==> src/hw/iter_pkg.sv <==
`default_nettype none

package iter_pkg;

    typedef logic [2:0]  ns_id_t;
    typedef logic [4:0]  ns_index_t;
    typedef logic [15:0] addr_t;
    typedef logic [15:0] count_t;
    typedef logic [3:0]  opcode_t;
    typedef logic [3:0]  fn_t;

    // entries per namespace bank
    localparam int TABLE_DEPTH = 2 ** $bits(ns_index_t);

    localparam opcode_t OP_LOOP = 4'd7;

    // loop functions
    localparam fn_t FN_SET_STRIDE = 4'd0;
    localparam fn_t FN_SET_ITER   = 4'd1;
    localparam fn_t FN_START      = 4'd2;
    localparam fn_t FN_SET_BASE   = 4'd3;

endpackage

`default_nettype wire

==> src/hw/loop_config.sv <==
`timescale 1ns/1ps
`default_nettype none

module loop_config #(
    parameter int NUM_LOOPS    = 4,
    parameter int LOOP_ID_BITS = 2
) (
    input  wire                                       clk,
    input  wire                                       reset,
    input  wire                                       cmd_set_iter,
    input  wire                                       cmd_set_stride,
    input  wire                                       cmd_set_base,
    input  wire [LOOP_ID_BITS-1:0]                    cmd_loop_id,
    input  iter_pkg::count_t                          cmd_count,
    input  iter_pkg::addr_t                           base_src1,
    input  iter_pkg::addr_t                           base_src2,
    input  iter_pkg::addr_t                           base_dest,
    input  iter_pkg::addr_t                           stride_src1,
    input  iter_pkg::addr_t                           stride_src2,
    input  iter_pkg::addr_t                           stride_dest,
    input  wire                                       loop_done,
    output iter_pkg::count_t [NUM_LOOPS-1:0]          counts,
    output iter_pkg::addr_t  [NUM_LOOPS-1:0]          strides_src1,
    output iter_pkg::addr_t  [NUM_LOOPS-1:0]          strides_src2,
    output iter_pkg::addr_t  [NUM_LOOPS-1:0]          strides_dest,
    output iter_pkg::addr_t                           base_out_src1,
    output iter_pkg::addr_t                           base_out_src2,
    output iter_pkg::addr_t                           base_out_dest
);

    always_ff @(posedge clk) begin
        if (reset || loop_done) begin
            counts        <= '0;
            strides_src1  <= '0;
            strides_src2  <= '0;
            strides_dest  <= '0;
            base_out_src1 <= '0;
            base_out_src2 <= '0;
            base_out_dest <= '0;
        end else begin
            if (cmd_set_iter) begin
                counts[cmd_loop_id] <= cmd_count;
            end
            if (cmd_set_stride) begin
                strides_src1[cmd_loop_id] <= stride_src1;
                strides_src2[cmd_loop_id] <= stride_src2;
                strides_dest[cmd_loop_id] <= stride_dest;
            end
            if (cmd_set_base) begin
                base_out_src1 <= base_src1;
                base_out_src2 <= base_src2;
                base_out_dest <= base_dest;
            end
        end
    end

endmodule

`default_nettype wire

==> config.mk <==
export PLATFORM = sky130hd
export DESIGN_NAME = loop_config
export DESIGN_NICKNAME = d
export VERILOG_FILES = /design/src/hw/iter_pkg.sv /design/src/hw/loop_config.sv
export SDC_FILE = /design/constraint.sdc
export NUM_CORES = 1
export LEC_CHECK = 0
export BUFFER_PORTS_ARGS = -buffer_cell sky130_fd_sc_hd__buf_2
export CORE_ASPECT_RATIO = 0.9
export CORE_MARGIN = 2
export CORE_UTILIZATION = 51
export CTS_CLUSTER_DIAMETER = 100
export CTS_CLUSTER_SIZE = 16
export DETAILED_ROUTE_END_ITERATION = 8
export MAX_ROUTING_LAYER = met4
export PLACE_DENSITY = 0.81
export REMOVE_ABC_BUFFERS = 1
export SLEW_MARGIN = 20
export SYNTH_ARGS = -nofsm -noshare
export SYNTH_HDL_FRONTEND = slang
export SYNTH_SLANG_ARGS = --single-unit
==> constraint.sdc <==
create_clock -name clk -period 1.3 [get_ports clk]
set_clock_uncertainty 0.05 [all_clocks]
set_input_delay 0.13 -clock clk [delete_from_list [all_inputs] [get_ports clk]]
set_output_delay 0.13 -clock clk [all_outputs]
set_load 0.02 [all_outputs]
==> impl_metrics.tcl <==
set metrics [dict create \
    worst-setup-path-type "reg -> out" \
    cp_data_required_time_ns 1.12 \
    drcViolationCount 0 \
    global_route.usage.met1 0.316 \
    worst-r2r-cell-count 2 \
    internal_power_mw 13.5 \
    cts_tree "yes" \
    place.gp.congestion 0.860 \
    hold-path-endpoint "strides_src1[20]$_SDFFE_PP0P_" \
    final_cell_count_no_fill 1920 \
    finalCriticalPeriod_ns 1.26 \
    max_freq_ghz 0.795 \
    timing.critical_path.slowest_stage_cell "dfxtp_1" \
    critical_path.max_fanout 2 \
    first_global_vias 10591 \
    cts_setup_buffers 0 \
    wl_per_cell_um 19.4 \
    crit_path_max_incr_delay_ns 0.38 \
    ir_drop_uv 875 \
    synthDistinctLibCells 18 \
    synth_warnings 0 \
    avgSynthCellArea_um2 11.6 \
    cp_cell_sequence "buf_2" \
    seq_power_share 0.536 \
    detailedRoute.firstPassIterationCount 5 \
    final-setup-viol-count 0 \
    synthTopCellsByArea "dfxtp_1, mux2i_1, or3b_2, or3b_1, clkbuf_1" \
    io_buffers 423 \
    holdPathStages 3 \
    initial_utilization 0.522 \
    maximum_number_of_pins_on_one_net_before_global_route_repair 72 \
    post_drt_via_cell_ratio 5.35 \
    reg2reg_setup_slack_ns 0.14 \
    insertion_delay_ns 0.51 \
    clock_tree.htree_level_count 1 \
    die_w_um 171 \
    vias 10279 \
    clk_transition_reported_paths_ns 0.08 \
    first_pass_grt_wire_length_um 57500 \
    post-place-cells 1799 \
    rsz0062_at_grt "no" \
    clock_buffer_count_from_cts 22 \
    synth_area_um2 12800 \
    drive_above_1_share 0.435 \
    timing.final.crit_share 0.968 \
    hold_path_class "in -> reg" \
    max-slew-margin-rel 0.668 \
    row_count 54 \
    power.switching_mw 4.30 \
    cts-root-buf "clkbuf_16" \
    synth_area_leader_cell "dfxtp_1" \
    height_of_the_die_um 154 \
    power.share.clock 0.350 \
    min_from "stride_src1[4]" \
    timing_worst_slew_pin_value_ns 0.485 \
    final_core_utilization 0.694 \
    synth_top_area_share 0.476 \
    postSynthRegisterBits 304 \
    area_delta_synth_final_pct 32.8 \
    grt-busiest-layer "met2" \
    finish.instance_area_um2 17000 \
    grt_use_total 0.280 \
    synth_cells 1099 \
    tritoncts_num_sinks 304 \
    wirelength_um 37200 \
    seq_total_area_yosys 0.476 \
    power_frac_comb 0.114 \
    timing.final.hold_violations 0 \
    placed_cell_area_um2 15400 \
    overflow 0 \
    post-dp-hpwl_um 23400 \
    maxCapViolCount 0 \
    cp_capture_type "output pin" \
    clock_tree.buffer_depth 3 \
    reg2reg_to "strides_src1[39]$_SDFFE_PP0P_" \
    grt_util_met3 0.0644 \
    rr_startpoint "strides_src1[39]$_SDFFE_PP0P_" \
    switching_share 0.241 \
    ant_nets 0 \
    design.core.area_um2 24500 \
    pwr_per_cell_area_nw_per_um2 1050 \
    final_nets 1701 \
    initial_antenna_violation_count 3 \
    drtIter0Drc 574 \
    critPathLaunchType "flop" \
    cp_arrival_ns 1.08 \
    floorplan.io_pins 424 \
    count_of_final_max_slew_check_failures 0 \
    run_status "finished, final reports clean" \
    cpLargestDelayFamily "flip-flops" \
    layout_filler_cell_count 1764 \
    design.die.area_um2 26300 \
    leakage_nw 8.48 \
    grt_util_met2 0.472 \
    crit_buf_inv 1 \
]
layout make-up:
type / count / area (um^2) / area share
diodes: 4 / 10.0 / 0.000590
repair buffers: 570 / 3740 / 0.220
well taps: 336 / 420 / 0.0248
flip-flops and latches: 304 / 6090 / 0.359
clock buffers: 23 / 576 / 0.0339
multi-input cells: 683 / 6140 / 0.362
per-stage QoR:
stage	setup slack (ns)	total power, mW	hold slack (ns)	setup TNS (ns)
final	0.0413	17.8	0.0158	0
after global routing	0.00687	18.4	0.0158	0
after CTS	0.00770	17.9	0.000296	0
after detailed placement	-0.0967	11.5	0.321	-5.80
after global placement	-0.0546	11.5	0.315	-2.30
after floorplan	-2.75	10.6	0.227	-225.66
how the worst max path moves through the flow:
| stage | depth (start not counted) | from | end | slack, ns |
|---|---|---|---|---|
| after CTS | 1 | strides_src1[28]$_SDFFE_PP0P_ | strides_src1[28] | 0.008 |
| after floorplan | 2 | cmd_loop_id[0] | strides_src1[0]$_SDFFE_PP0P_ | -2.75 |
| after detailed placement | 5 | loop_done | base_out_src2[10]$_SDFFE_PP0P_ | -0.1 |
| after global routing | 1 | strides_src1[28]$_SDFFE_PP0P_ | strides_src1[28] | 0.007 |
| final | 1 | strides_src1[28]$_SDFFE_PP0P_ | strides_src1[28] | 0.04 |
| after global placement | 5 | loop_done | base_out_dest[9]$_SDFFE_PP0P_ | -0.05 |
routing by layer:
metal / part of all wire / vias to the layer above / wire, um
li1: - / 4872 / -
met1: 0.40 / 4949 / 14900
met5: 0 / - / 0
met4: 0.043 / 0 / 1590
met2: 0.50 / 348 / 18500
met3: 0.061 / 110 / 2280
cell usage after synthesis:
| cell type | number |
|---|---|
| and3b_1 | 1 |
| nor3b_1 | 2 |
| or3b_4 | 4 |
| or3b_2 | 177 |
| buf_4 | 13 |
| buf_2 | 38 |
| buf_12 | 1 |
| mux2i_1 | 304 |
| nand3_1 | 1 |
| dfxtp_1 | 304 |
| clkbuf_2 | 2 |
| buf_6 | 5 |
| nand3b_1 | 4 |
| or2_2 | 1 |
| nor2_1 | 48 |
| nand3_2 | 1 |
| clkbuf_1 | 53 |
| or3b_1 | 140 |
power by group through the flow:
stage	clock, mW	sequential (mW)	combinational [mW]
4_1_cts	6.34	9.54	2.00
2_1_floorplan	0	9.95	0.633
3_3_place_gp	0	9.75	1.74
6_report	6.24	9.55	2.03
5_1_grt	6.67	9.56	2.15
3_5_place_dp	0	9.76	1.77
flip-flops by register name, indices dropped and copies added, names as in the netlist:
signal         count
strides_src2      64
counts            64
strides_dest      64
base_out_dest     16
base_out_src1     16
strides_src1      64
base_out_src2     16
kinds of logic after synthesis:
group	Yosys count	synth area share
buf+inv	112	0.0448
flops	304	0.476
mux	304	0.238
simple gates	379	0.241
cells in the final DEF (no fill, tap or decap):
cell	synthesis	routed
and3b_1	1	1
buf_12	1	21
buf_2	38	419
buf_4	13	34
buf_6	5	2
clkbuf_16	0	23
dfxtp_1	304	302
dfxtp_2	0	1
dfxtp_4	0	1
diode_2	0	4
dlygate4sd3_1	0	94
mux2i_1	304	304
nand3_2	1	1
nand3_4	0	1
nand3b_1	4	4
nor2_1	48	48
nor3b_2	0	2
or2_2	1	1
or3b_1	140	140
or3b_2	177	177
or3b_4	4	4
what timing repair did:
item                                   4_1_cts  5_1_grt
setup endpoints to repair                    0        4
gates resized for setup                      0        5
hold buffers                                94        0
endpoints found under the hold margin      196        0
Note: power is estimated with default switching activity, not from simulation.
