<file path="src/hw/iter_pkg.sv">
`default_nettype none

package iter_pkg;

    typedef logic [2:0]  ns_id_t;
    typedef logic [4:0]  ns_index_t;
    typedef logic [15:0] addr_t;
    typedef logic [15:0] count_t;
    typedef logic [3:0]  opcode_t;
    typedef logic [3:0]  fn_t;

    // entries per namespace bank
    localparam int TABLE_DEPTH = 2 ** $bits(ns_index_t);

    localparam opcode_t OP_LOOP = 4'd7;

    // loop functions
    localparam fn_t FN_SET_STRIDE = 4'd0;
    localparam fn_t FN_SET_ITER   = 4'd1;
    localparam fn_t FN_START      = 4'd2;
    localparam fn_t FN_SET_BASE   = 4'd3;

endpackage

`default_nettype wire

</file>
<file path="src/hw/addr_result.sv">
`timescale 1ns/1ps
`default_nettype none

module addr_result (
    input  wire             clk,
    input  wire             reset,
    input  wire             gen_valid,
    input  iter_pkg::addr_t gen_src1,
    input  iter_pkg::addr_t gen_src2,
    input  iter_pkg::addr_t gen_dest,
    input  wire             gen_last,
    input  wire             addr_ready,
    output logic            gen_ready,
    output logic            addr_valid,
    output iter_pkg::addr_t addr_src1,
    output iter_pkg::addr_t addr_src2,
    output iter_pkg::addr_t addr_dest,
    output logic            addr_last
);
    import iter_pkg::*;

    localparam int ENTRY_W = 3 * $bits(addr_t) + 1;

    logic [ENTRY_W-1:0] entry [2];
    logic               wr_ptr;
    logic               rd_ptr;
    logic [1:0]         fill;
    logic               push;
    logic               pop;

    // room for one more while one entry waits
    assign gen_ready  = (fill != 2'd2);
    assign addr_valid = (fill != 2'd0);
    assign push       = gen_valid && gen_ready;
    assign pop        = addr_valid && addr_ready;

    always_ff @(posedge clk) begin
        if (reset) begin
            wr_ptr <= 1'b0;
            rd_ptr <= 1'b0;
            fill   <= 2'd0;
        end else begin
            if (push) begin
                wr_ptr <= !wr_ptr;
            end
            if (pop) begin
                rd_ptr <= !rd_ptr;
            end
            fill <= fill + {1'b0, push} - {1'b0, pop};
        end
    end

    always_ff @(posedge clk) begin
        if (push) begin
            entry[wr_ptr] <= {gen_last, gen_dest, gen_src2, gen_src1};
        end
    end

    assign {addr_last, addr_dest, addr_src2, addr_src1} = entry[rd_ptr];

endmodule

`default_nettype wire

</file>
<file path="config.mk">
export PLATFORM = sky130hd
export DESIGN_NAME = addr_result
export DESIGN_NICKNAME = d
export VERILOG_FILES = /design/src/hw/iter_pkg.sv /design/src/hw/addr_result.sv
export SDC_FILE = /design/constraint.sdc
export NUM_CORES = 1
export LEC_CHECK = 0
export BUFFER_PORTS_ARGS = -buffer_cell sky130_fd_sc_hd__buf_2
export CAP_MARGIN = 40
export CORE_ASPECT_RATIO = 1.2
export CORE_MARGIN = 4
export CORE_UTILIZATION = 55
export DETAILED_ROUTE_END_ITERATION = 6
export HOLD_SLACK_MARGIN = 0.03
export PLACE_DENSITY = 0.87
export SYNTH_ARGS = -nofsm -noshare
export SYNTH_HDL_FRONTEND = slang
export SYNTH_SLANG_ARGS = --single-unit
export TNS_END_PERCENT = 30
</file>
<file path="constraint.sdc">
create_clock -name clk -period 3.4 [get_ports clk]
set_clock_uncertainty 0.1 [all_clocks]
set_input_delay 0.85 -clock clk [delete_from_list [all_inputs] [get_ports clk]]
set_output_delay 0.85 -clock clk [all_outputs]
set_load 0.01 [all_outputs]
</file>
==> reports/results.tsv <==
stage	metric	value	unit
drt	DRC violation total after the first TritonRoute iteration	97	
cells_and_area	core occupancy in the finished layout	0.7050	
yosys	proportion of synthesized area in mux cells	0.1458	
run_status	outcome	complete, no violations	
sta	post-route setup TNS	0	ns
sta	highest attainable clock frequency	375.3	MHz
cts	number of levels in the clock H-tree	3	
yosys	main flop type after synthesis	sky130_fd_sc_hd__edfxtp_1	
cts	clock insertion delay at the later pin of the skew report	0.35	ns
critical_path	Reg-to-Reg End	fill[1]	
global_route	via count of the first global-routing pass	2126	
hold_path	startpoint of the worst hold path	rd_ptr	
cts	Post-CTS Setup Inserts	0	
cells_and_area	count of filler cells inserted in the layout	442	
cells_and_area	most used cells in the layout excluding fill and tap cells	sky130_fd_sc_hd__buf_2 (103), sky130_fd_sc_hd__edfxtp_1 (98), sky130_fd_sc_hd__mux2_2 (43), sky130_fd_sc_hd__clkbuf_8 (9), sky130_fd_sc_hd__mux2_1 (6)	
critical_path	Register-to-Register Path Depth	6	
floorplan	die width	83.73	um
cells_and_area	area grow syn2layout	22.31	%
power	reported net switching power	0.7727	mW
cts	buffer type at the clock tree root	sky130_fd_sc_hd__clkbuf_8	
critical_path	critical path class	flop to output port	
drt	DRC violation count after routing	0	
cts	CTS tree	built	
global_route	wire length of the first global-routing pass	10340	um
critical_path	crit path cell chain	buf_12, mux2_2, buf_2	
critical_path	worst setup slack for register-to-register paths	1.62	ns
floorplan	ports placed on the boundary	104	
cts	# hold bufs at CTS	0	
power	fraction of power consumed by combinational cells	0.215	
placement	Port Buf Inserts	103	
critical_path	Startpoint Class	flop	
cells_and_area	net count of the finished layout	348	
sta	post-route clock period utilization	0.7836	
critical_path	largest driver fanout on the critical path	36	
yosys	Post-synth ARST share	0	
global_route	maximum number of pins on one net before global-route repair	37	
job	max cap viols	0	
drt	first-pass detailed-route iteration total	4	
yosys	fraction of the mapped netlist area in compound gates	0.01157	
sta	Fin Hold WS	0.4062	ns
yosys	count of warnings emitted by yosys	0	
global_route	overall routing resource usage	0.1626	
yosys	adder and majority cell fraction of the synthesized area	0.003306	
sta	final worst-path setup slack	0.7357	ns
sta	Final Critical Period	2.664	ns
critical_path	critical path required time	2.45	ns
floorplan	total die area	8278	um2
critical_path	peak per-stage delay on the critical path	0.55	ns
power	power density over the cells	642.0	nW/um2
sta	unrepaired setup endpoints after global routing	no	
power	internal portion of total power	2.199	mW
yosys	fraction of the mapped netlist area in simple logic gates	0.02413	
hold_path	WHS Path Cells	2	
drt	Routed wire per std cell	16.70	um
sta	Slew HR	0.7357	
power	Switching Fraction	0.2600	
power	fraction of power consumed by sequential logic	0.536	
cts	CTS Buffer Depth	2	
placement	detailed placer's ending HPWL	4355	um
critical_path	worst endpoint data arrival time	1.71	ns
yosys	mean post-synth cell area	20.91	um2
floorplan	height of the chip	98.87	um
sta	hold violation count in the final report	0	
drt	Post-Route WL	6412	um
drt	count of nets left with antenna violations after detail routing	0	
cells_and_area	layout cell share with drive strength beyond 1	0.5753	
sta	Least-Margin Pin Slew	0.3964	ns
global_route	global-route congestion overflow total	0	
hold_path	class of the tightest hold or removal check	flop to flop	
yosys	post-synthesis cell count	181	
cells_and_area	ANT cells	0	
power	IR drop worst, VDD	0.5196	mV
drt	vias post-DR	2002	
placement	Placement Setup Slack	1.117	ns
sta	final max-slew violation count	0	
placement	GPL Wtd Cong	0.7190	
cts	number of sinks on the clock net	103	
yosys	share of synthesized area occupied by flip-flops and latches	0.8040	
drt	via count normalized by instance count	5.214	
yosys	largest family of logic cells by synthesized area	multiplexers	
critical_path	Worst setup EP type	output port	
power	relative contribution of the clock network to total power	0.249	
global_route	number of antenna violations at the first check in global routing	0	
cells_and_area	footprint of the multi-input gates	709.4	um2
floorplan	standard-cell row count	32	
critical_path	r2r startpoint	fill[1]	
floorplan	core area	6566	um2
cts	post-cts sizing count	0	
cells_and_area	area used by sequential logic in the layout	3044	um2
floorplan	Initial Utilization	0.5764	
yosys	Distinct cells, synth	24	
yosys	flops & latches, synth	103	
yosys	syn nets	235	
critical_path	library cell contributing the largest single delay on the critical path	sky130_fd_sc_hd__dfxtp_2	
yosys	xor-xnor portion of the synthesized cell area	0.002314	
cts	clock transition at the registers of the reported paths	0.09	ns
sta	final count of negative-setup-slack endpoints	0	
yosys	Post-synth EDFFs	98	
cells_and_area	leading cell type in the layout, fill and taps excluded	sky130_fd_sc_hd__buf_2	
power	Static Leakage	1.733	nW
yosys	area of the mapped netlist	3785	um2
cts	clock buffer count from CTS	9	
## cell type report
cell class,count,share of cell area
flip-flops and latches,103,0.6576
multi-input cells,72,0.1532
repair buffers,107,0.1232
clock buffers,9,0.02676
well taps,85,0.02297
clock inverters,7,0.01541
inverters,1,0.0008108
## sequential cells by signal (all words and copies together), names as in the netlist, named ones only
register	flops
rd_ptr	1
entry	98
wr_ptr	1
fill	2
## critical path, delay by kind of cell (launching register included)
family / cells / cell delay [ns]
buffers and inverters: 2 / 0.41
flip-flops: 1 / 0.55
multiplexers: 1 / 0.37
## stage by stage
step                instances  area (um2)  power [mW]
finish                    384        4629       2.972
global route              384        4629       3.127
CTS                       384        4629       3.005
detailed placement        368        4434       2.271
global placement          368        4434       2.253
floorplan                 181        3785       2.013
## how the worst max path moves through the flow
stage,start,endpoint,slack [ns],cells past startpoint
4_1_cts,flop,addr_src2[9],0.70,3
5_1_grt,flop,addr_dest[8],0.67,3
2_1_floorplan,gen_valid,entry[1][0],0.82,1
3_5_place_dp,flop,addr_src2[9],1.12,3
6_report,flop,addr_dest[9],0.74,3
3_3_place_gp,flop,addr_src2[9],1.11,3
## power groups by stage
| stage | clock [mW] | combinational [mW] | sequential, mW |
|---|---|---|---|
| detailed placement | 0 | 0.648 | 1.62 |
| finish | 0.739 | 0.640 | 1.59 |
| CTS | 0.757 | 0.653 | 1.60 |
| floorplan | 0 | 0.416 | 1.60 |
| global route | 0.826 | 0.694 | 1.61 |
| global placement | 0 | 0.638 | 1.61 |
## synth_stat cells (2+ instances only)
library cell / n / share of area
sky130_fd_sc_hd__edfxtp_1: 98 / 0.78
sky130_fd_sc_hd__dfxtp_1: 5 / 0.026
sky130_fd_sc_hd__nor2b_1: 2 / 0.0033
sky130_fd_sc_hd__buf_4: 2 / 0.0040
sky130_fd_sc_hd__mux2_1: 6 / 0.018
sky130_fd_sc_hd__and3_1: 2 / 0.0033
sky130_fd_sc_hd__o21ai_0: 2 / 0.0026
sky130_fd_sc_hd__mux2_2: 43 / 0.13
sky130_fd_sc_hd__nor2_1: 4 / 0.0040
sky130_fd_sc_hd__buf_2: 3 / 0.0040
## routing by layer
metal / routed length, um / share of wire / global-route usage / up-vias
li1: - / - / - / 936
met1: 2559 / 0.40 / 0.1931 / 974
met2: 3252 / 0.51 / 0.2823 / 85
met3: 527 / 0.082 / 0.04933 / 7
met4: 72 / 0.011 / 0.05569 / 0
met5: 0 / 0 / 0 / -
## kinds of logic (layout without fill, tap and decap cells)
kind of cell	count (synthesis)	in the layout
AOI/OAI and AO/OA	6	6
xor gates and xnor gates	1	1
adders and majority gates	1	1
buffers and inverters	6	124
DFF	103	103
muxes	49	49
and+or+nand+nor	15	15
(Power assumes the default switching activity.)
