## src/hw/iter_pkg.sv

```systemverilog
`default_nettype none

package iter_pkg;

    typedef logic [2:0]  ns_id_t;
    typedef logic [4:0]  ns_index_t;
    typedef logic [15:0] addr_t;
    typedef logic [15:0] count_t;
    typedef logic [3:0]  opcode_t;
    typedef logic [3:0]  fn_t;

    // entries per namespace bank
    localparam int TABLE_DEPTH = 2 ** $bits(ns_index_t);

    localparam opcode_t OP_LOOP = 4'd7;

    // loop functions
    localparam fn_t FN_SET_STRIDE = 4'd0;
    localparam fn_t FN_SET_ITER   = 4'd1;
    localparam fn_t FN_START      = 4'd2;
    localparam fn_t FN_SET_BASE   = 4'd3;

endpackage

`default_nettype wire

```

## src/hw/iter_decode.sv

```systemverilog
`timescale 1ns/1ps
`default_nettype none

module iter_decode #(
    parameter int LOOP_ID_BITS = 2
) (
    input  wire                     clk,
    input  wire                     reset,
    input  wire                     instr_valid,
    input  iter_pkg::opcode_t       instr_opcode,
    input  iter_pkg::fn_t           instr_fn,
    input  wire [LOOP_ID_BITS-1:0]  instr_loop_id,
    input  iter_pkg::count_t        instr_immediate,
    input  wire                     busy,
    output logic                    instr_ready,
    output logic                    rd_en,
    output logic                    cmd_set_iter,
    output logic                    cmd_set_stride,
    output logic                    cmd_set_base,
    output logic                    cmd_start,
    output logic [LOOP_ID_BITS-1:0] cmd_loop_id,
    output iter_pkg::count_t        cmd_count
);
    import iter_pkg::*;

    logic accept;
    logic is_loop;

    assign instr_ready = !busy;
    assign accept      = instr_valid && instr_ready;
    assign is_loop     = (instr_opcode == OP_LOOP);

    // table data arrives one cycle after the read
    assign rd_en = accept && is_loop;

    // commands delayed one cycle to meet the table data
    always_ff @(posedge clk) begin
        if (reset) begin
            cmd_set_iter   <= 1'b0;
            cmd_set_stride <= 1'b0;
            cmd_set_base   <= 1'b0;
            cmd_start      <= 1'b0;
        end else begin
            cmd_set_iter   <= rd_en && (instr_fn == FN_SET_ITER);
            cmd_set_stride <= rd_en && (instr_fn == FN_SET_STRIDE);
            cmd_set_base   <= rd_en && (instr_fn == FN_SET_BASE);
            cmd_start      <= rd_en && (instr_fn == FN_START);
        end
    end

    always_ff @(posedge clk) begin
        if (accept) begin
            cmd_loop_id <= instr_loop_id;
            cmd_count   <= instr_immediate;
        end
    end

endmodule

`default_nettype wire

```

## config.mk

```make
export PLATFORM = sky130hd
export DESIGN_NAME = iter_decode
export DESIGN_NICKNAME = d
export VERILOG_FILES = /design/src/hw/iter_pkg.sv /design/src/hw/iter_decode.sv
export SDC_FILE = /design/constraint.sdc
export NUM_CORES = 1
export LEC_CHECK = 0
export BUFFER_PORTS_ARGS = -buffer_cell sky130_fd_sc_hd__buf_4
export CAP_MARGIN = 40
export CORE_MARGIN = 5
export CORE_UTILIZATION = 40
export DETAILED_ROUTE_END_ITERATION = 7
export PLACE_DENSITY = 0.84
export SYNTH_ARGS = -nofsm -noshare
export SYNTH_HDL_FRONTEND = slang
export SYNTH_SLANG_ARGS = --single-unit
```

## constraint.sdc

```tcl
create_clock -name clk -period 3.6 [get_ports clk]
set_clock_uncertainty 0.15 [all_clocks]
set_input_delay 0.18 -clock clk [delete_from_list [all_inputs] [get_ports clk]]
set_output_delay 0.18 -clock clk [all_outputs]
set_load 0.01 [all_outputs]
```

==> results.md, run 1 <==
- Comb pwr share: 16.6%
- Power Density: 355 nW/µm²
- Multi-input gate area: 65.1 µm²
- Number of buffers added on ports: 53
- Number of synthesized register bits: 22
- Synth Area in Adders: 0%
- Switching pwr: 0.0000979 W
- Initial antenna violation count: 0
- Buffers and inverters on the worst path: 3
- Status: completed
- Area delta synth->final: 95.5%
- Post-Syn Instances: 34
- Cells taking the most area after synthesis: edfxtp_1 78%, dfxtp_1 11%, nor4_1 3.6%
- Post-synth cell types: 9
- Worst IR drop on VDD: 0.256 mV
- Core area: 1690 µm²
- Synth Cell Area: 697 µm²
- Number of setup buffers added after CTS: 0
- Gr usage total: 17.2%
- Synth Area in Simple Gates: 9.34%
- Starting Density: 41.3%
- Switching portion of total power: 20.3%
- Vias: 596
- Syn Area/Cell: 20.5 µm²
- Slew at the pin closest to its max-slew limit: 641 ps
- # fillers: 101
- Share of power burned in registers: 61.0%
- Pint: 0.000385 W
- Final min period: 1930 ps
- ANT cells: 0
- Die W: 51.7 µm
- CTS HTree Levels: 1
- # rows: 15
- Die area: 2680 µm²
- Final setup vio count: 0
- HPWL Detailed: 1290 µm
- Post-Synth XOR/XNOR Area: 0%
- GPL Wtd Cong: 0.678
- Largest net degree at the start of global routing: 19
- Post-route ant nets: 0
- Hold Path Class: input port to flop
- Detailed Route Iter0 Violations: 5
- Hold_ws: 42.4 ps
- Arrival time of the worst setup path: 1990 ps
- Detailed Route WL: 2090 µm
- Compound-gate portion of the synthesized area: 0%
- Max incr delay on CP: 590 ps
- TNS Setup: 0 ps
- Fraction of final layout cells sized beyond drive strength 1: 50.4%
- Post-synthesis mux area share: 0%
- Crit path top cell by count: dlygate4sd3_1
- Max_slew headroom: 57.2%
- P_leak: 0.594 nW
- Sequential Area: 621 µm²
- Number of global-route vias before repair: 692
- Max-Cap Viols: 0
- Final Net Count: 144
- First-pass GRT wire length: 3250 µm
- Post-synthesis sequential area ratio: 89.0%
- Tot Pwr: 0.000483 W
- RSZ-0062 raised after global routing: no
- Main combinational cell family by area after synthesis: simple AND/OR/NAND/NOR gates
- CTS tree: yes
- WS Path Type: input port to flop
- Post-synth net total: 64
- Root buf cell: clkbuf_4
- I/O pins: 54
- Num CTS Buffers: 3
- Slowest CP cell: dlygate4sd3_1
- CP cell instances: dlygate4sd3_1 -> buf_4 -> or4_4 -> dlygate4sd3_1 -> nor4_1
- Slew Viols, Final: 0
- Remaining DRCs: 0
- Clock buffer depth: 2
- Top cell type's share of synthesized area: 77.6%
- Period utilization: 53.6%
- Max FO, Critical Path: 2
- Setup crit end kind: flop
- CP required: 3660 ps
- Synth Warn #: 0
- GRT overflow: 0
- Die H: 51.7 µm
- Clock Power Share: 22.4%
- Fmax: 518 MHz
- Via/cell ratio: 4.58
- Cell taking the most area after synthesis: edfxtp_1
- Clk slew on worst S/H paths: 110 ps
- Drt first pass iters: 3
- WL per Instance: 16.1 µm
- Startpoint Class: input port
- Clock sink total: 22
- CP delay by family, top: buffers and inverters
- Hold Vio Cnt, Final: 0
timing repair:
action / 4_1_cts / 5_1_grt
hold buffers: 22 / 0
resized for setup: 0 / 0
endpoints found under the hold margin: 22 / 0
sequential cells by signal, summed over array words and instances, names as in the netlist:
signal	cells
cmd_count	16
cmd_loop_id	2
cmd_set_base	1
cmd_set_iter	1
cmd_set_stride	1
cmd_start	1
cell usage in the layout, fill, tap and decap left out:
cell,count
clkbuf_4,3
nor2_1,1
inv_1,3
or4_4,1
or4b_1,1
clkbuf_1,1
nand2b_1,1
edfxtp_1,18
dlygate4sd3_1,22
buf_4,53
nor4_1,4
nand4b_1,1
dfxtp_1,4
final timing paths:
path / from / end / slack (ps) / cells after the start
setup / recovery: reset / cmd_start / 1670 / 5
hold / removal: instr_fn[3] / cmd_set_iter / 40 / 3
kinds of logic (layout without fill, tap and decap cells):
| kind of cell | Yosys count | in the layout |
|---|---|---|
| flops | 22 | 22 |
| buf+inv | 3 | 82 |
| simple gates | 9 | 9 |
power by group through the flow:
| stage | Combinational [W] | Sequential, W | Clock, W |
|---|---|---|---|
| final | 0.0000804 | 0.000295 | 0.000108 |
| after global routing | 0.0000868 | 0.000296 | 0.000121 |
| after CTS | 0.0000791 | 0.000294 | 0.000113 |
| after detailed placement | 0.0000610 | 0.000300 | 0 |
| after global placement | 0.0000593 | 0.000299 | 0 |
| after floorplan | 0.00000634 | 0.000307 | 0 |
cells in the mapped netlist, drive strengths merged:
| master | count |
|---|---|
| nand2b | 1 |
| nor2 | 1 |
| dfxtp | 4 |
| nor4 | 4 |
| edfxtp | 18 |
| inv | 3 |
| or4 | 1 |
| or4b | 1 |
| nand4b | 1 |
area by class of cell:
class	count	share of cell area, %
Tap cell	17	1.56
Multi-Input combinational cell	9	4.78
Sequential cell	22	45.5
Inverter	3	0.826
Clock buffer	4	1.93
Timing Repair Buffer	75	45.4
layer usage:
metal  up-vias  track usage (%)  share of wire [%]
met5         -                0                  0
met4         0             3.93               0.67
met3         2             6.59                 11
met2        42             33.5                 53
met1       258             16.7                 35
li1        294                -                  -
per-stage QoR:
step           instances  instance area, µm²  setup WS, ps  util, %
2_1_floorplan         34                 697          2310        -
4_1_cts              130                1360          1680     80.7
5_1_grt              130                1360          1620     80.7
3_5_place_dp         104                1120          2060     66.1
6_report             130                1360          1670     80.7
3_3_place_gp         104                1120          2090     66.1
(Power assumes the default switching activity.)
==> run 2: changes to the inputs <==
--- a/config.mk
+++ b/config.mk
@@ -8,9 +8,9 @@
 export BUFFER_PORTS_ARGS = -buffer_cell sky130_fd_sc_hd__buf_4
 export CAP_MARGIN = 40
 export CORE_MARGIN = 5
-export CORE_UTILIZATION = 40
+export CORE_UTILIZATION = 37
 export DETAILED_ROUTE_END_ITERATION = 7
-export PLACE_DENSITY = 0.84
+export PLACE_DENSITY = 0.79
 export SYNTH_ARGS = -nofsm -noshare
 export SYNTH_HDL_FRONTEND = slang
 export SYNTH_SLANG_ARGS = --single-unit
==> constraint.sdc (replaced) <==
create_clock -name clk -period 1.79 [get_ports clk]
set_clock_uncertainty 0.15 [all_clocks]
set_input_delay 0.0895 -clock clk [delete_from_list [all_inputs] [get_ports clk]]
set_output_delay 0.0895 -clock clk [all_outputs]
set_load 0.01 [all_outputs]
==> run 2 against run 1 <==
Against the previous run:
- sequential share of layout area down 0.58 points
- non-clock buffer count up 1
- cell area up 1.3%
- total power up 100%
- sequential power up 100%
- setup slack worse by 1400 ps
- core utilization down 2.4 points
- final cell count up 6.9%
- global-route usage down 0.11 points
- routed wire length up 2.5%
- critical endpoint is now cmd_set_stride
- largest power group unchanged
==> results.md, run 2 (synthesis results as in run 1) <==
- Status: completed
- Most frequent cells in the layout: 54 x buf_4, 22 x dlygate4sd3_1, 18 x edfxtp_1
- Final Net Count: 145
- Max reg flops: 16
- Vias: 602
- TNS Setup: 0 ps
- Detailed Route WL: 2140 µm
- Worst setup path endpoint: cmd_set_stride
- CP required: 1880 ps
- Clock Power Share: 22.7%
- Period utilization: 83.3%
- P_leak: 0.597 nW
- Switching portion of total power: 21.1%
- Min-delay src: instr_opcode[3]
- ANT cells: 0
- Power Density: 707 nW/µm²
- Post-route ant nets: 0
- Hold_ws: 13.2 ps
- Most common cell after layout, fill and taps aside: buf_4
- Max_slew headroom: 83.4%
- Pint: 0.000770 W
- Worst IR drop on VDD: 0.381 mV
- Fraction of final layout cells sized beyond drive strength 1: 50.9%
- Clock buffer depth: 2
- Multi-input gate area: 65.1 µm²
- I/O pins: 54
- CTS HTree Levels: 1
- Largest net degree at the start of global routing: 19
- DP Area: 1130 µm²
- Clk slew on worst S/H paths: 120 ps
- RSZ-0062 raised after global routing: no
- Fin worst setup slack: 298 ps
- Initial antenna violation count: 0
- Number of global-route vias before repair: 678
- CP startpoint: instr_fn[1]
- Startpoint Class: input port
- Final instance area: 1380 µm²
- Number of setup buffers added after CTS: 0
- Area delta synth->final: 98.0%
- Remaining DRCs: 0
- Core area: 1760 µm²
- Hold Path Class: input port to flop
- Post-CTS sizing: 0
- Starting Density: 39.5%
- Slew Viols, Final: 0
- Die area: 2850 µm²
- Max-Cap Viols: 0
- GRT overflow: 0
- Clock sink total: 22
- Arrival time of the worst setup path: 1580 ps
- Setup crit end kind: flop
- Root buf cell: clkbuf_4
- Share of power burned in registers: 60.8%
- Fmax: 670 MHz
- Dpl ws: 580 ps
- First-pass GRT wire length: 3230 µm
- Final min period: 1490 ps
- Switching pwr: 0.000205 W
- Gr usage total: 17.1%
- GPL Wtd Cong: 0.706
- WL per Instance: 15.4 µm
- Die H: 53.4 µm
- # fillers: 115
- Slew at the pin closest to its max-slew limit: 247 ps
- Max FO, Critical Path: 3
- # rows: 15
- Num CTS Buffers: 3
- Via/cell ratio: 4.33
- Biggest regs: cmd_count: 16 flops, cmd_loop_id: 2 flops
- Die W: 53.4 µm
- Biggest register: cmd_count
- Detailed Route Iter0 Violations: 5
- CTS tree: yes
- Drt first pass iters: 3
- Final setup vio count: 0
- HPWL Detailed: 1260 µm
- Hold Vio Cnt, Final: 0
- Comb pwr share: 16.6%
- WS Path Type: input port to flop
- Number of buffers added on ports: 53
- Sequential Area: 621 µm²
[run 2: cell types whose count changed in the layout (fill, tap and decap cells not counted), sizes merged]
cell    previous run  this run
buf               53        54
clkinv             0         1
clkbuf             4         3
[run 2: worst max-delay path: stages]
cell and delay, ps:
dlygate4sd3_1 530, buf_4 140, nor4_1 240, dlygate4sd3_1 580
[run 2: final cells by class]
class,instances,share of cell area (%)
tap,25,2.27
clock buffer,3,1.63
inverter,3,0.816
timing repair buffer,76,45.3
clock inverter,1,0.272
multi-input combinational,9,4.71
sequential,22,45.0
[run 2: timing repair]
item,CTS,global route
endpoints found under the setup margin,0,0
hold buffers,22,0
endpoints found under the hold margin,22,0
[run 2: through the flow]
| step | std cells | util [%] | total power (W) |
|---|---|---|---|
| floorplan | 34 | - | 0.000631 |
| global placement | 113 | 64.3 | 0.000723 |
| detailed placement | 113 | 64.3 | 0.000727 |
| CTS | 139 | 78.2 | 0.000971 |
| global route | 139 | 78.2 | 0.00102 |
| finish | 139 | 78.2 | 0.000975 |
[run 2: worst min path at each step]
stage | depth (start not counted) | slack (ps) | endpoint
after floorplan | 1 | 10 | cmd_set_stride
after global placement | 1 | 120 | cmd_count[1]
after detailed placement | 1 | 120 | cmd_count[8]
after CTS | 3 | 10 | cmd_set_iter
after global routing | 3 | 10 | cmd_start
final | 3 | 10 | cmd_start
[run 2: routing by layer]
metal / vias up / share of wire, % / wire length, µm / track usage [%]
met5: - / 0 / 0 / 0
met3: 2 / 13 / 278 / 6.48
met2: 40 / 51 / 1090 / 31.4
met4: 0 / 0.56 / 12 / 6.38
li1: 290 / - / - / -
met1: 270 / 35 / 757 / 17.0
[run 2: power by group through the flow]
stage / registers, W / clock network [W] / logic, W
3_5_place_dp: 0.000603 / 0 / 0.000124
6_report: 0.000593 / 0.000221 / 0.000162
2_1_floorplan: 0.000618 / 0 / 0.0000127
4_1_cts: 0.000591 / 0.000221 / 0.000160
3_3_place_gp: 0.000602 / 0 / 0.000121
5_1_grt: 0.000596 / 0.000252 / 0.000174
==> run 3: changes to the inputs <==
--- a/config.mk
+++ b/config.mk
@@ -5,10 +5,11 @@
 export SDC_FILE = /design/constraint.sdc
 export NUM_CORES = 1
 export LEC_CHECK = 0
+export ABC_AREA = 1
 export BUFFER_PORTS_ARGS = -buffer_cell sky130_fd_sc_hd__buf_4
 export CAP_MARGIN = 40
 export CORE_MARGIN = 5
-export CORE_UTILIZATION = 37
+export CORE_UTILIZATION = 38
 export DETAILED_ROUTE_END_ITERATION = 7
 export PLACE_DENSITY = 0.79
 export SYNTH_ARGS = -nofsm -noshare
==> constraint.sdc (replaced) <==
create_clock -name clk -period 1.4 [get_ports clk]
set_clock_uncertainty 0.15 [all_clocks]
set_input_delay 0.07 -clock clk [delete_from_list [all_inputs] [get_ports clk]]
set_output_delay 0.07 -clock clk [all_outputs]
set_load 0.01 [all_outputs]
==> run 3 against run 2 <==
Against the previous run:
- combinational power up 41%
- die area up 0.84%
- non-clock buffer count up 4
- largest power group unchanged
- global-route usage up 2.9 points
- via count up 14%
- clock-buffer cell count up 1
- sequential power up 28%
- cell area up 5.3%
- first-iteration DRC count rose to 2.8 times the previous value
- sequential cell count unchanged
- largest cell class unchanged
- critical path depth up 2
- core utilization up 4.2 points
==> results.md, run 3 <==
- Status: completed
- Final min period: 1360 ps
- Drt first pass iters: 4
- Number of buffers added on ports: 53
- Vias: 688
- Post-synthesis sequential area ratio: 85.8%
- Clock sink total: 22
- P_leak: 0.656 nW
- Count leader, synth: edfxtp_1
- Max incr delay on CP: 540 ps
- Slew Viols, Final: 0
- Synth Cell Area: 723 µm²
- WL per Instance: 16.2 µm
- Largest net degree at the start of global routing: 19
- Post-synth net total: 75
- Startpoint Class: input port
- GRT overflow: 0
- Power Density: 916 nW/µm²
- Cell taking the most area after synthesis: edfxtp_1
- Setup crit end kind: primary output
- Switching pwr: 0.000281 W
- GPL Wtd Cong: 0.659
- CP cell instances: dlygate4sd3_1 -> buf_4 -> nor2_2 -> nand3_2 -> inv_1 -> buf_4
- Most frequent cells in the layout: 55 x buf_4, 25 x dlygate4sd3_1, 18 x edfxtp_1
- WS Path Type: input port to primary output
- Max-Cap Viols: 0
- Core area: 1760 µm²
- Final Net Count: 160
- Initial antenna violation count: 0
- Crit path top cell by count: buf_4
- Worst IR drop on VDD: 0.611 mV
- Clock buffer depth: 2
- Most common cell after layout, fill and taps aside: buf_4
- Final setup vio count: 0
- Switching portion of total power: 21.1%
- Post-synth cell types: 8
- Cells taking the most area after synthesis: edfxtp_1 75%, dfxtp_1 11%, nor2_1 4.2%
- TNS Setup: 0 ps
- Comb pwr share: 17.2%
- # fillers: 106
- Fraction of final layout cells sized beyond drive strength 1: 48.1%
- Die H: 53.6 µm
- Gr usage total: 20.0%
- ANT cells: 0
- Number of global-route vias before repair: 699
- Max reg flops: 16
- CP required: 1180 ps
- Biggest register: cmd_count
- Post-route ant nets: 0
- Period utilization: 97.0%
- CTS HTree Levels: 1
- Share of power burned in registers: 56.9%
- Slowest CP cell: dlygate4sd3_1
- Starting Density: 41.0%
- First-pass GRT wire length: 3770 µm
- Hold path depth: 6
- # rows: 15
- Detailed Route WL: 2500 µm
- Clock Power Share: 25.9%
- Die area: 2880 µm²
- Main flop type after synthesis: edfxtp_1
- Die W: 53.6 µm
- I/O pins: 54
- Hold Vio Cnt, Final: 0
- Syn Area/Cell: 16.1 µm²
- Pint: 0.00105 W
- Detailed Route Iter0 Violations: 14
- Post-synth ARST share: 0%
- EDFF count, synth: 18
- Root buf cell: clkbuf_4
- Biggest regs: cmd_count: 16 flops, cmd_loop_id: 2 flops
- Hold Path Class: input port to flop
- Number of synthesized register bits: 22
- Post-Syn Instances: 45
- Clk slew on worst S/H paths: 110 ps
- Max FO, Critical Path: 2
- Arrival time of the worst setup path: 1140 ps
- Area delta synth->final: 101%
- Via/cell ratio: 4.47
- Commonest cells post-synth: 18 x edfxtp_1, 8 x nor2_1, 7 x inv_1
- Num CTS Buffers: 3
- Slew at the pin closest to its max-slew limit: 241 ps
- Top cell type's share of synthesized area: 74.7%
- Fmax: 736 MHz
- Max_slew headroom: 83.9%
- Util after Layout: 82.4%
- Remaining DRCs: 0
- Synth Warn #: 0
- Post-CTS sizing: 0
- CTS tree: yes
- HPWL Detailed: 1410 µm
[run 3: changes by cell type in the layout (fill, tap and decap cells not counted), sizes merged, moves of 3 or more]
cell / previous run / this run
inv: 3 / 7
nor4: 4 / 0
nand3: 0 / 5
dlygate4sd3: 22 / 25
nor2: 1 / 10
[run 3: power by group through the flow]
stage / clock network [W] / logic, W / registers (W)
floorplan: 0 / 0.0000210 / 0.000790
global placement: 0 / 0.000160 / 0.000770
CTS: 0.000337 / 0.000220 / 0.000756
finish: 0.000345 / 0.000229 / 0.000758
global route: 0.000388 / 0.000245 / 0.000762
detailed placement: 0 / 0.000164 / 0.000771
[run 3: metrics by stage]
stage / hold WS [ps] / cells / instance area, µm² / setup WS [ps] / power [W]
finish: 54.8 / 154 / 1450 / 41.5 / 0.00133
global route: 46.0 / 154 / 1450 / -4.58 / 0.00139
CTS: -84.0 / 152 / 1440 / 7.51 / 0.00131
detailed placement: 99.6 / 124 / 1160 / 341 / 0.000936
global placement: 98.4 / 124 / 1160 / 360 / 0.000930
floorplan: 18.9 / 45 / 723 / 214 / 0.000812
[run 3: path summary, 6_finish.rpt]
| path | slack, ps | startpoint | to |
|---|---|---|---|
| max | 40 | busy | rd_en |
| min | 50 | instr_opcode[2] | cmd_set_iter |
[run 3: kinds of logic (layout without fill, tap and decap cells)]
logic type             count (synthesis)  in the layout  synth area share [%]
buffers and inverters                  7             91                  3.63
AND/OR/NAND/NOR                       16             16                  10.6
flip-flops                            22             22                  85.8
[run 3: layout make-up]
class / count / area [µm²] / area share, %
repair buffers: 80 / 663 / 45.6
flip-flops and latches: 22 / 621 / 42.7
multi-input cells: 16 / 76.3 / 5.25
clock buffers: 4 / 36.3 / 2.50
well taps: 25 / 31.3 / 2.15
inverters: 7 / 26.3 / 1.81
[run 3: what timing repair did]
action | CTS | global route
endpoints found under the setup margin | 0 | 1
buffers inserted | 0 | 1
hold buffers | 24 | 1
hold endpoints to repair | 22 | 4
[run 3: critical path: cells and delay by family]
kind | cells | cell delay (ps)
buffers and inverters | 4 | 850
and+or+nand+nor | 2 | 210
[run 3: routing by layer]
metal,up-vias,wire [µm],track usage [%]
li1,320,-,-
met1,314,977,21.8
met2,50,1270,36.5
met3,4,241,6.93
met4,0,18,5.11
met5,-,0,0
