===== config.mk =====
export PLATFORM = sky130hd
export DESIGN_NAME = nested_loop_gen
export DESIGN_NICKNAME = d
export VERILOG_FILES = /design/src/hw/iter_pkg.sv /design/src/hw/nested_loop_gen.sv
export SDC_FILE = /design/constraint.sdc
export NUM_CORES = 1
export LEC_CHECK = 0
export BUFFER_PORTS_ARGS = -buffer_cell sky130_fd_sc_hd__buf_4
export CAP_MARGIN = 10
export CORE_MARGIN = 2
export CORE_UTILIZATION = 45
export DETAILED_ROUTE_END_ITERATION = 6
export HOLD_SLACK_MARGIN = 0.03
export PLACE_DENSITY = 0.73
export SETUP_SLACK_MARGIN = 0.02
export SLEW_MARGIN = 20
export SYNTH_ARGS = -nofsm -noshare
export SYNTH_HDL_FRONTEND = slang
export SYNTH_SLANG_ARGS = --single-unit

===== constraint.sdc =====
create_clock -name clk -period 14.6 [get_ports clk]
set_input_delay 2.92 -clock clk [delete_from_list [all_inputs] [get_ports clk]]
set_output_delay 2.92 -clock clk [all_outputs]
set_load 0.02 [all_outputs]

===== src/hw/iter_pkg.sv =====
`default_nettype none

package iter_pkg;

    typedef logic [2:0]  ns_id_t;
    typedef logic [4:0]  ns_index_t;
    typedef logic [15:0] addr_t;
    typedef logic [15:0] count_t;
    typedef logic [3:0]  opcode_t;
    typedef logic [3:0]  fn_t;

    // entries per namespace bank
    localparam int TABLE_DEPTH = 2 ** $bits(ns_index_t);

    localparam opcode_t OP_LOOP = 4'd7;

    // loop functions
    localparam fn_t FN_SET_STRIDE = 4'd0;
    localparam fn_t FN_SET_ITER   = 4'd1;
    localparam fn_t FN_START      = 4'd2;
    localparam fn_t FN_SET_BASE   = 4'd3;

endpackage

`default_nettype wire


===== src/hw/nested_loop_gen.sv =====
`timescale 1ns/1ps
`default_nettype none

module nested_loop_gen #(
    parameter int NUM_LOOPS = 4
) (
    input  wire                              clk,
    input  wire                              reset,
    input  wire                              cmd_start,
    input  iter_pkg::count_t [NUM_LOOPS-1:0] counts,
    input  iter_pkg::addr_t  [NUM_LOOPS-1:0] strides_src1,
    input  iter_pkg::addr_t  [NUM_LOOPS-1:0] strides_src2,
    input  iter_pkg::addr_t  [NUM_LOOPS-1:0] strides_dest,
    input  iter_pkg::addr_t                  base_src1,
    input  iter_pkg::addr_t                  base_src2,
    input  iter_pkg::addr_t                  base_dest,
    input  wire                              gen_ready,
    output logic                             gen_valid,
    output iter_pkg::addr_t                  gen_src1,
    output iter_pkg::addr_t                  gen_src2,
    output iter_pkg::addr_t                  gen_dest,
    output logic                             gen_last,
    output logic                             busy,
    output logic                             loop_done
);
    import iter_pkg::*;

    count_t                 idx [NUM_LOOPS];
    addr_t                  offs [3][NUM_LOOPS];
    addr_t [NUM_LOOPS-1:0]  strides [3];
    addr_t                  bases [3];
    addr_t                  addr [3];
    logic [NUM_LOOPS-1:0]   at_max;
    logic [NUM_LOOPS-1:0]   carry;
    logic                   running;
    logic                   fire;

    assign strides[0] = strides_src1;
    assign strides[1] = strides_src2;
    assign strides[2] = strides_dest;
    assign bases[0]   = base_src1;
    assign bases[1]   = base_src2;
    assign bases[2]   = base_dest;

    ////////////////////////////////////////
    // odometer
    ////////////////////////////////////////

    // a zero count runs once, same as one
    always_comb begin
        for (int l = 0; l < NUM_LOOPS; l++) begin
            at_max[l] = (counts[l] == '0) || (idx[l] == counts[l] - 1'b1);
        end
        carry[NUM_LOOPS-1] = 1'b1;
        for (int l = NUM_LOOPS - 2; l >= 0; l--) begin
            carry[l] = carry[l+1] && at_max[l+1];
        end
    end

    assign fire      = running && gen_ready;
    assign gen_valid = running;
    assign gen_last  = &at_max;
    assign loop_done = fire && gen_last;
    // start pulse counts as busy so nothing slips in behind it
    assign busy      = running || cmd_start;

    always_ff @(posedge clk) begin
        if (reset || cmd_start) begin
            running <= cmd_start && !reset;
            for (int l = 0; l < NUM_LOOPS; l++) begin
                idx[l] <= '0;
                for (int o = 0; o < 3; o++) begin
                    offs[o][l] <= '0;
                end
            end
        end else if (fire) begin
            if (gen_last) begin
                running <= 1'b0;
            end
            for (int l = 0; l < NUM_LOOPS; l++) begin
                if (carry[l]) begin
                    idx[l] <= at_max[l] ? '0 : idx[l] + 1'b1;
                    for (int o = 0; o < 3; o++) begin
                        offs[o][l] <= at_max[l] ? '0 : offs[o][l] + strides[o][l];
                    end
                end
            end
        end
    end

    ////////////////////////////////////////
    // address sums
    ////////////////////////////////////////

    // wraps to 16 bits
    always_comb begin
        for (int o = 0; o < 3; o++) begin
            addr[o] = bases[o];
            for (int l = 0; l < NUM_LOOPS; l++) begin
                addr[o] = addr[o] + offs[o][l];
            end
        end
    end

    assign gen_src1 = addr[0];
    assign gen_src2 = addr[1];
    assign gen_dest = addr[2];

endmodule

`default_nettype wire


==> results of run 1 <==
==> state kept, by name, summed over array words and instances, names as in the netlist <==
name	count
offs	192
gen_valid	1
idx	64
==> final cells by class <==
| cell class | instances | area (um2) |
|---|---|---|
| Fill cell | 5160 | 26100 |
| Multi-Input combinational cell | 2050 | 16200 |
| Sequential cell | 257 | 7720 |
| Timing Repair Buffer | 369 | 2770 |
| Inverter | 445 | 1670 |
| Tap cell | 756 | 946 |
| Clock buffer | 45 | 935 |
| Clock inverter | 15 | 109 |
| Antenna cell | 10 | 25.0 |
==> power breakdown <==
part / switching, W / total (W) / internal (W)
clock network: 0.000349 / 0.000818 / 0.000469
registers: 0.0000350 / 0.000882 / 0.000847
logic: 0.000719 / 0.00127 / 0.000554
total: 0.00110 / 0.00297 / 0.00187
==> cells by family (layout without fill, tap and decap cells) <==
kind of cell	Yosys count	in the layout	share of synthesized area, %
adder cells (fa/ha/maj)	382	382	22.8
AND/OR/NAND/NOR	874	874	16.7
multiplexers	7	7	0.272
flip-flops	257	257	30.0
XOR/XNOR	322	322	11.0
other	0	10	0
buffers and inverters	491	874	7.28
AO/OA/AOI/OAI	465	465	12.0
==> layer usage <==
| layer | GRT usage, % | wire, um | vias to the layer above |
|---|---|---|---|
| met1 | 32.7 | 32400 | 9744 |
| met4 | 7.56 | 1840 | 8 |
| met3 | 3.67 | 3970 | 91 |
| li1 | - | - | 10300 |
| met5 | 0 | 49 | - |
| met2 | 35.2 | 30300 | 484 |
==> worst reg2reg max path, stage by stage, from the launching register on <==
cell	delay [ps]
edfxtp_1	460
xnor2_1	280
xnor2_1	150
nand2_1	60
a221oi_1	410
o211ai_1	150
o31ai_1	590
and2_1	290
nand2_1	160
o21ai_4	660
buf_4	700
==> final timing paths <==
kind                start            to  slack [ps]  depth (start not counted)
min            idx[0][15]    idx[0][15]         640                          2
max reg2reg    idx[2][11]  offs[0][116]       10290                         10
max          base_src1[1]  gen_src1[15]        4470                         18
min reg2reg    idx[0][15]    idx[0][15]         640                          2
==> cell usage after synthesis (12+ instances only) <==
cell / number / area, um2
o31ai_1: 12 / 90.1
nand2_1: 128 / 480
o21ai_0: 98 / 490
or2_2: 13 / 81.3
o21bai_1: 25 / 188
a31oi_1: 18 / 113
nor2_1: 321 / 1200
xnor2_1: 166 / 1450
xor2_1: 156 / 1370
edfxtp_1: 257 / 7720
inv_1: 445 / 1670
ha_1: 238 / 2980
nor2b_1: 38 / 238
nor4_1: 13 / 81.3
or3_1: 25 / 156
nand2b_1: 39 / 244
o211ai_1: 13 / 97.6
nand4_1: 19 / 119
and3_1: 26 / 163
nand3_1: 85 / 425
clkbuf_1: 29 / 109
fa_1: 144 / 2880
o41ai_1: 12 / 105
a21oi_1: 113 / 566
a21o_1: 48 / 360
o21a_1: 18 / 135
a211oi_1: 27 / 203
nor3_1: 98 / 490
==> stage by stage <==
step | worst slack, ps | area, um2 | hold slack, ps | instances | util (%)
6_report | 4470 | 30400 | 640 | 3947 | 53.8
5_1_grt | 4170 | 30400 | 707 | 3946 | 53.7
4_1_cts | 4500 | 30300 | 646 | 3937 | 53.7
3_5_place_dp | 4530 | 29300 | 629 | 3877 | 51.9
3_3_place_gp | 4530 | 29300 | 617 | 3877 | 51.9
2_1_floorplan | 4340 | 25700 | 600 | 2798 | -
==> impl_metrics.toml, run 1 <==
[run_status]
outcome = "finished, final reports clean"

[timing]
hold_violations = 0
finalClockSkew_ps = 35.0
relSlewSlack_pct = 32.7
period_minus_slack_ps = 10130
setup_viol = 0
worst_slew_pin_slew_ps = 1010
setup_tns_ps = 0
fmax_mhz = 98.7
rsz0062_at_grt = "false"
slew_viol_final = 0
period_share_pct = 69.4

[global_route]
grt_pass1_wl_mm = 107
grt_max_degree = 65
antenna_found_initial = 14
overflow = 0
grt_pass1_vias = 20100
grt_usage_pct = 22.9

[routing]
vias_per_cell = 5.23
drt_iter0_markers = 1136
post-route-drc-count = 0
wl_mm = 68.5
wl_per_cell_um = 17.4
vias = 20600
final_antenna_net_count = 0
dr.pass1.iters = 5

[finish]
area_growth_pct = 18.0
drive_above_1_share_pct = 14.9
layout_commonest_cell = "inv_1"
layout_common_cells = "inv_1 (445), buf_4 (369), nor2_1 (321)"
final_nets = 3849

[die]
die_area_um2 = 59100
die_x_um = 243
initial_utilization_pct = 45.5
io_pins = 360
num_rows = 87
coreArea_um2 = 56500
dieHeight_um = 243

[worst_setup_path]
max_stage_delay_ps = 620
path_delay_family = "compound AO/OA/AOI/OAI gates"
cp.arrival_ps = 7210
critical_path.n_buffers_inverters = 4
worst_path_max_delay_cell = "a211oi_1"
crit_top_cell = "fa_1"
crit_required_ps = 11680
cp_max_fo = 2
worstSetupPathType = "in2out"
cp-start-kind = "input pin"
path_cells = "buf_4, inv_1, fa_1, fa_1, fa_1, inv_1, ha_1, fa_1, a21oi_1, o21bai_1, a21oi_1, o21ai_0, a41oi_1, a211oi_1, a21o_1, a21oi_1, xnor2_1, buf_4"
endpoint_kind = "output pin"

[power]
p_per_area_nw_per_um2 = 97.9
finalPower_w = 0.00297
ir_worst_vdd_mv = 0.0982
cellLeakagePower_nw = 13.8

[synthesis]
syn_area_um2 = 25700
synth-edff-count = 257
synthArstFlopShare_pct = 0
syn_nets = 3488
synth-main-ff-cell = "edfxtp_1"
synth_warnings = 0
netlist_instances = 2798
yosysUniqueCellTypes = 77
ys_seq_elements = 257
synth-seq-area-share_pct = 30.0
avgSynthCellArea_um2 = 9.19

[clock_network]
cts_hold_buffers = 0
cts_buffer_depth = 3
cts_setup_buffers = 0
cts_sinks = 257
cts_tree = "yes"
cts-root-buf = "clkbuf_16"
clkLatencyLatePin_ps = 560
htree_num_levels = 2
cts_resized = 0
numCtsBuffers = 36
clkTransAtPathRegs_ps = 50

[placement]
hpwlAfterDp_mm = 54.3
gp_congestion = 0.930
portBuffers = 359

[min_path]
worstHoldPathType = "reg2reg"

[run]
drv_cap = 0
(Power assumes the default switching activity.)
==> run 2: changes to the inputs <==
Settings changed: ABC_AREA set to 1.
Clock period 14.6 ns to 9.35 ns, I/O delays scaled along.
==> run 2 against run 1 <==
The run now ends with design-rule violations left. Routed wire length is 5.0% higher. Critical endpoint is now gen_src2[13]. Largest power group unchanged. Die area is 4.0% higher. Non-clock buffer count is 2 lower.
==> impl_metrics.toml, run 2 <==
[run_status]
outcome = "finished with violations"
violations = "design-rule violations"

[die]
io_pins = 360
die_area_um2 = 61400
dieHeight_um = 248
initial_utilization_pct = 45.4
coreArea_um2 = 58900
die_x_um = 248
num_rows = 89

[global_route]
grt_usage_pct = 23.3
overflow = 0
antenna_found_initial = 9
grt_max_degree = 65
grt_pass1_vias = 21900
grt_pass1_wl_mm = 111

[finish]
stdcell_area_um2 = 31400
drive_above_1_share_pct = 15.4
layout_commonest_cell = "inv_1"
final_nets = 4302
largest_reg_flops = 192
layout_common_cells = "inv_1 (651), nand2_1 (466), buf_4 (367)"
regMostFlops = "offs"
final_util_pct = 53.2
area_growth_pct = 17.2
final_cells = 4414

[clock_network]
cts_sinks = 257
cts_buffer_depth = 3
cts_setup_buffers = 0
cts_tree = "yes"
cts-root-buf = "clkbuf_16"
clkLatencyLatePin_ps = 540
numCtsBuffers = 36
cts_resized = 0
cts_hold_buffers = 0
htree_num_levels = 2
clkTransAtPathRegs_ps = 50

[worst_setup_path]
max_stage_delay_ps = 490
path_cells = "buf_4, fa_1, fa_1, inv_1, fa_1, inv_1, ha_1, inv_1, fa_1, inv_1, a31oi_1, o31ai_1, a21oi_1, o21ai_0, nand3_1, nand2_1, xor2_1, buf_4"
worst_path_max_delay_cell = "fa_1"
cp-start-kind = "input pin"
critical_path.n_buffers_inverters = 6
crit_required_ps = 7480
cp_max_fo = 3
worstSetupPathType = "in2out"
path_delay_family = "adder cells"
rrSetupSlack_ps = 5590
cp.arrival_ps = 5820
endpoint_kind = "output pin"

[min_path]
worstHoldPathType = "reg2reg"

[timing]
relSlewSlack_pct = 30.9
hold_violations = 0
setup_tns_ps = 0
fmax_mhz = 130
finalClockSkew_ps = 12.2
worst_slew_pin_slew_ps = 1030
period_share_pct = 82.3
slew_viol_final = 0
rsz0062_at_grt = "false"
timing.final.ws_setup_ps = 1660
period_minus_slack_ps = 7690
setup_viol = 0

[placement]
place_ws_ps = 1680
postPlaceCellArea_um2 = 30300
gp_congestion = 0.962
hpwlAfterDp_mm = 58.3
portBuffers = 359
place_inst = 4347

[synthesis]
synthArstFlopShare_pct = 0
synth_largest_area_cell = "edfxtp_1"
yosysUniqueCellTypes = 53
synth.area.top_cells = "edfxtp_1 (29%), ha_1 (11%), fa_1 (11%)"
synth-edff-count = 257
synth-seq-area-share_pct = 28.8
synth-main-ff-cell = "edfxtp_1"
synth_warnings = 0
ys_seq_elements = 257
netlist_instances = 3237
avgSynthCellArea_um2 = 8.27
synth_most_common_cell = "inv_1"
yosysTopAreaCellShare_pct = 28.8
synthTopCellsByCount = "inv_1 (651), nand2_1 (469), a21oi_1 (266)"
syn_area_um2 = 26800
syn_nets = 3927

[routing]
wl_per_cell_um = 16.3
wl_mm = 72.0
final_antenna_net_count = 0
drt_iter0_markers = 1101
post-route-drc-count = 5
vias = 22300
vias_per_cell = 5.05
dr.pass1.iters = 7

[power]
p_per_area_nw_per_um2 = 156
cellLeakagePower_nw = 15.2
ir_worst_vdd_mv = 0.196

[run]
drv_cap = 0
run 2: final cells by class:
| type | instances | area [um2] |
|---|---|---|
| Antenna cell | 8 | 20.0 |
| Inverter | 659 | 2470 |
| Tap cell | 773 | 967 |
| Sequential cell | 257 | 7720 |
| Clock inverter | 13 | 51.3 |
| Multi-Input combinational cell | 2291 | 16400 |
| Fill cell | 5456 | 27500 |
| Timing Repair Buffer | 367 | 2760 |
| Clock buffer | 46 | 960 |
run 2: per-stage QoR:
step | hold slack, ps | total power, W
2_1_floorplan | 604 | 0.00286
3_3_place_gp | 636 | 0.00363
3_5_place_dp | 641 | 0.00366
4_1_cts | 649 | 0.00492
5_1_grt | 677 | 0.00521
6_report | 644 | 0.00488
run 2: power by group:
group / switching [W] / internal [W]
combinational: 0.00135 / 0.000910
sequential: 0.0000534 / 0.00133
clock: 0.000520 / 0.000715
run 2: path summary, 6_finish.rpt:
path | cells after the start | startpoint | endpoint
worst max register to register | 13 | idx[3][10] | offs[0][48]
worst min register to register | 1 | idx[3][0] | idx[3][0]
worst max-delay path | 18 | base_src2[1] | gen_src2[13]
worst min-delay path | 1 | idx[3][0] | idx[3][0]
run 2: per-layer routing:
layer / track usage [%] / up-vias / part of all wire [%]
met5: 0 / - / 0.043
met3: 4.93 / 130 / 6.7
met4: 8.58 / 4 / 3.4
met1: 29.2 / 10200 / 43
met2: 39.4 / 591 / 47
li1: - / 11300 / -
run 2: cell families (layout without fill, tap and decap cells):
family / Yosys count / after routing / synth area share (%)
other: 0 / 8 / 0
XOR/XNOR: 269 / 269 / 8.91
AND/OR/NAND/NOR: 1157 / 1157 / 20.4
flip-flops: 257 / 257 / 28.8
adder cells (fa/ha/maj): 382 / 382 / 21.9
buffers and inverters: 689 / 1085 / 9.99
AO/OA/AOI/OAI: 483 / 483 / 10.0
==> run 3: changes to the inputs <==
Settings changed: ABC_AREA 1 to 0.
Clock period 9.35 ns to 7.53 ns, I/O delays scaled along.
==> run 3 against run 2 <==
The run now ends clean. Worst hold slack lost 8.1 ps. Setup slack worse by 1300 ps. Largest cell class unchanged. Routed wire length down 4.9%. Non-clock buffer count is 5 higher. Clock-buffer cell count is 4 lower. Via count fell by 6.8%. Sequential share of layout area up 0.68 points. Clock skew up 16 ps. Final area is 2.7% lower. Final cell count is 10% lower. First-iteration DRC count increased by 7.0%. Die area fell by 3.8%.
==> impl_metrics.toml, run 3 (same netlist as run 1, synthesis figures left out) <==
[finish]
final_nets = 3852
drive_above_1_share_pct = 15.2
area_growth_pct = 18.7
regMostFlops = "offs"
layout_commonest_cell = "inv_1"
layout_common_cells = "inv_1 (445), buf_4 (372), nor2_1 (321)"
largest_reg_flops = 192
nFillCells = 5172

[global_route]
grt_pass1_vias = 19900
grt_util_met3_pct = 4.19
grt_max_degree = 65
met1_usage_pct = 32.3
grt_use_met2_pct = 35.2
grt_busiest_layer = "met2"
grt_pass1_wl_mm = 107
grt_usage_pct = 22.9
antenna_found_initial = 16
overflow = 0

[timing]
setup_tns_ps = 0
period_share_pct = 94.6
hold_violations = 0
relSlewSlack_pct = 29.0
fin_hold_ws_ps = 636
slew_viol_final = 0
rsz0062_at_grt = "false"
finalClockSkew_ps = 28.6
worst_slew_pin_slew_ps = 1060
period_minus_slack_ps = 7120
fmax_mhz = 140
setup_viol = 0

[worst_setup_path]
endpoint_kind = "output pin"
timing.rr.end = "idx[0][15]"
cp-start-kind = "input pin"
critPathCapture = "gen_dest[15]"
path_delay_family = "adder cells"
critical_path.n_buffers_inverters = 4
cp.depth = 18
cp_max_fo = 2
worstSetupPathType = "in2out"
path_cells = "buf_4, fa_1, fa_1, inv_1, fa_1, inv_1, ha_1, fa_1, a21oi_1, o21bai_1, a21oi_1, o21ai_0, a41oi_1, a21oi_1, a21o_1, a21oi_1, xnor2_1, buf_4"
worst_path_max_delay_cell = "fa_1"
crit_required_ps = 6020
cp.arrival_ps = 5620
rrSetupSlack_ps = 3560
ff2ff_path_depth = 10
crit_start = "base_dest[1]"
max_stage_delay_ps = 500
r2r_start = "idx[1][13]"

[power]
p_per_area_nw_per_um2 = 194
ir_worst_vdd_mv = 0.253
cellLeakagePower_nw = 13.9

[die]
dieHeight_um = 243
coreArea_um2 = 56500
initial_utilization_pct = 45.5
die_area_um2 = 59100
num_rows = 87
die_x_um = 243
io_pins = 360

[clock_network]
clkLatencyLatePin_ps = 560
htree_num_levels = 2
numCtsBuffers = 36
cts_sinks = 257
cts-root-buf = "clkbuf_16"
cts_buffer_depth = 3
cts_tree = "yes"
clkTransAtPathRegs_ps = 50

[routing]
dr.pass1.iters = 6
drt_iter0_markers = 1178
vias = 20800
final_antenna_net_count = 0
post-route-drc-count = 0
vias_per_cell = 5.26
wl_per_cell_um = 17.3
wl_mm = 68.5

[placement]
hpwlAfterDp_mm = 54.7
gp_congestion = 0.937
portBuffers = 359

[min_path]
worstHoldPathType = "reg2reg"

[run_status]
outcome = "finished, final reports clean"

[run]
drv_cap = 0
## run 3: cell count changes in the layout (fill, tap and decap cells not counted), moves of 38 or more
cell / delta
a21oi_1: -152
nor2b_1: +38
xnor2_1: +72
inv_1: -206
nor2_2: -68
nand2_1: -340
nand3_1: -51
nor2_1: +61
nand2b_1: +38
## run 3: stage by stage
step	power (W)	utilization, %	worst slack, ps	std cells	instance area [um2]
2_1_floorplan	0.00333	-	414	2798	25700
3_3_place_gp	0.00416	51.9	302	3880	29300
3_5_place_dp	0.00420	51.9	301	3880	29300
4_1_cts	0.00596	54.0	276	3940	30500
5_1_grt	0.00626	54.0	124	3948	30500
6_report	0.00592	54.0	405	3952	30500
## run 3: how the worst min path moves through the flow
stage / start / to / slack [ps] / cells after the start
2_1_floorplan: idx[1][15] / idx[1][15] / 600 / 2
3_3_place_gp: idx[1][15] / idx[1][15] / 620 / 2
3_5_place_dp: idx[1][15] / idx[1][15] / 620 / 2
4_1_cts: idx[1][15] / idx[1][15] / 640 / 2
5_1_grt: idx[1][15] / idx[1][15] / 670 / 2
6_report: idx[1][15] / idx[1][15] / 640 / 2
## run 3: what timing repair did
action                     in CTS  in global routing
hold endpoints to repair        0                  0
setup endpoints to repair       0                  1
setup buffers                   0                  0
hold buffers                    0                  0
gates resized for setup         0                  2
## run 3: layout make-up
type / count / area [um2] / area share [%]
clock buffer: 42 / 966 / 3.16
tap: 756 / 946 / 3.10
timing repair buffer: 372 / 2790 / 9.15
clock inverter: 18 / 193 / 0.631
sequential: 257 / 7720 / 25.3
antenna: 12 / 30.0 / 0.0984
inverter: 445 / 1670 / 5.47
multi-input combinational: 2050 / 16200 / 53.1
## run 3: per-layer routing
| metal | vias to the layer above | wire length, um |
|---|---|---|
| met4 | 8 | 2080 |
| met2 | 529 | 30200 |
| met5 | - | 46 |
| met3 | 110 | 4510 |
| met1 | 9814 | 31700 |
| li1 | 10300 | - |
## run 3: worst min-delay path: cells and delay by family (launching register included)
kind / cells / cell delay [ps]
xor+xnor: 1 / 80
flops: 1 / 370
simple gates: 1 / 70
## run 3: power breakdown
| part | switching, W | internal [W] |
|---|---|---|
| combinational | 0.00141 | 0.00108 |
| clock | 0.000676 | 0.00105 |
| sequential | 0.0000675 | 0.00164 |
| total | 0.00215 | 0.00377 |
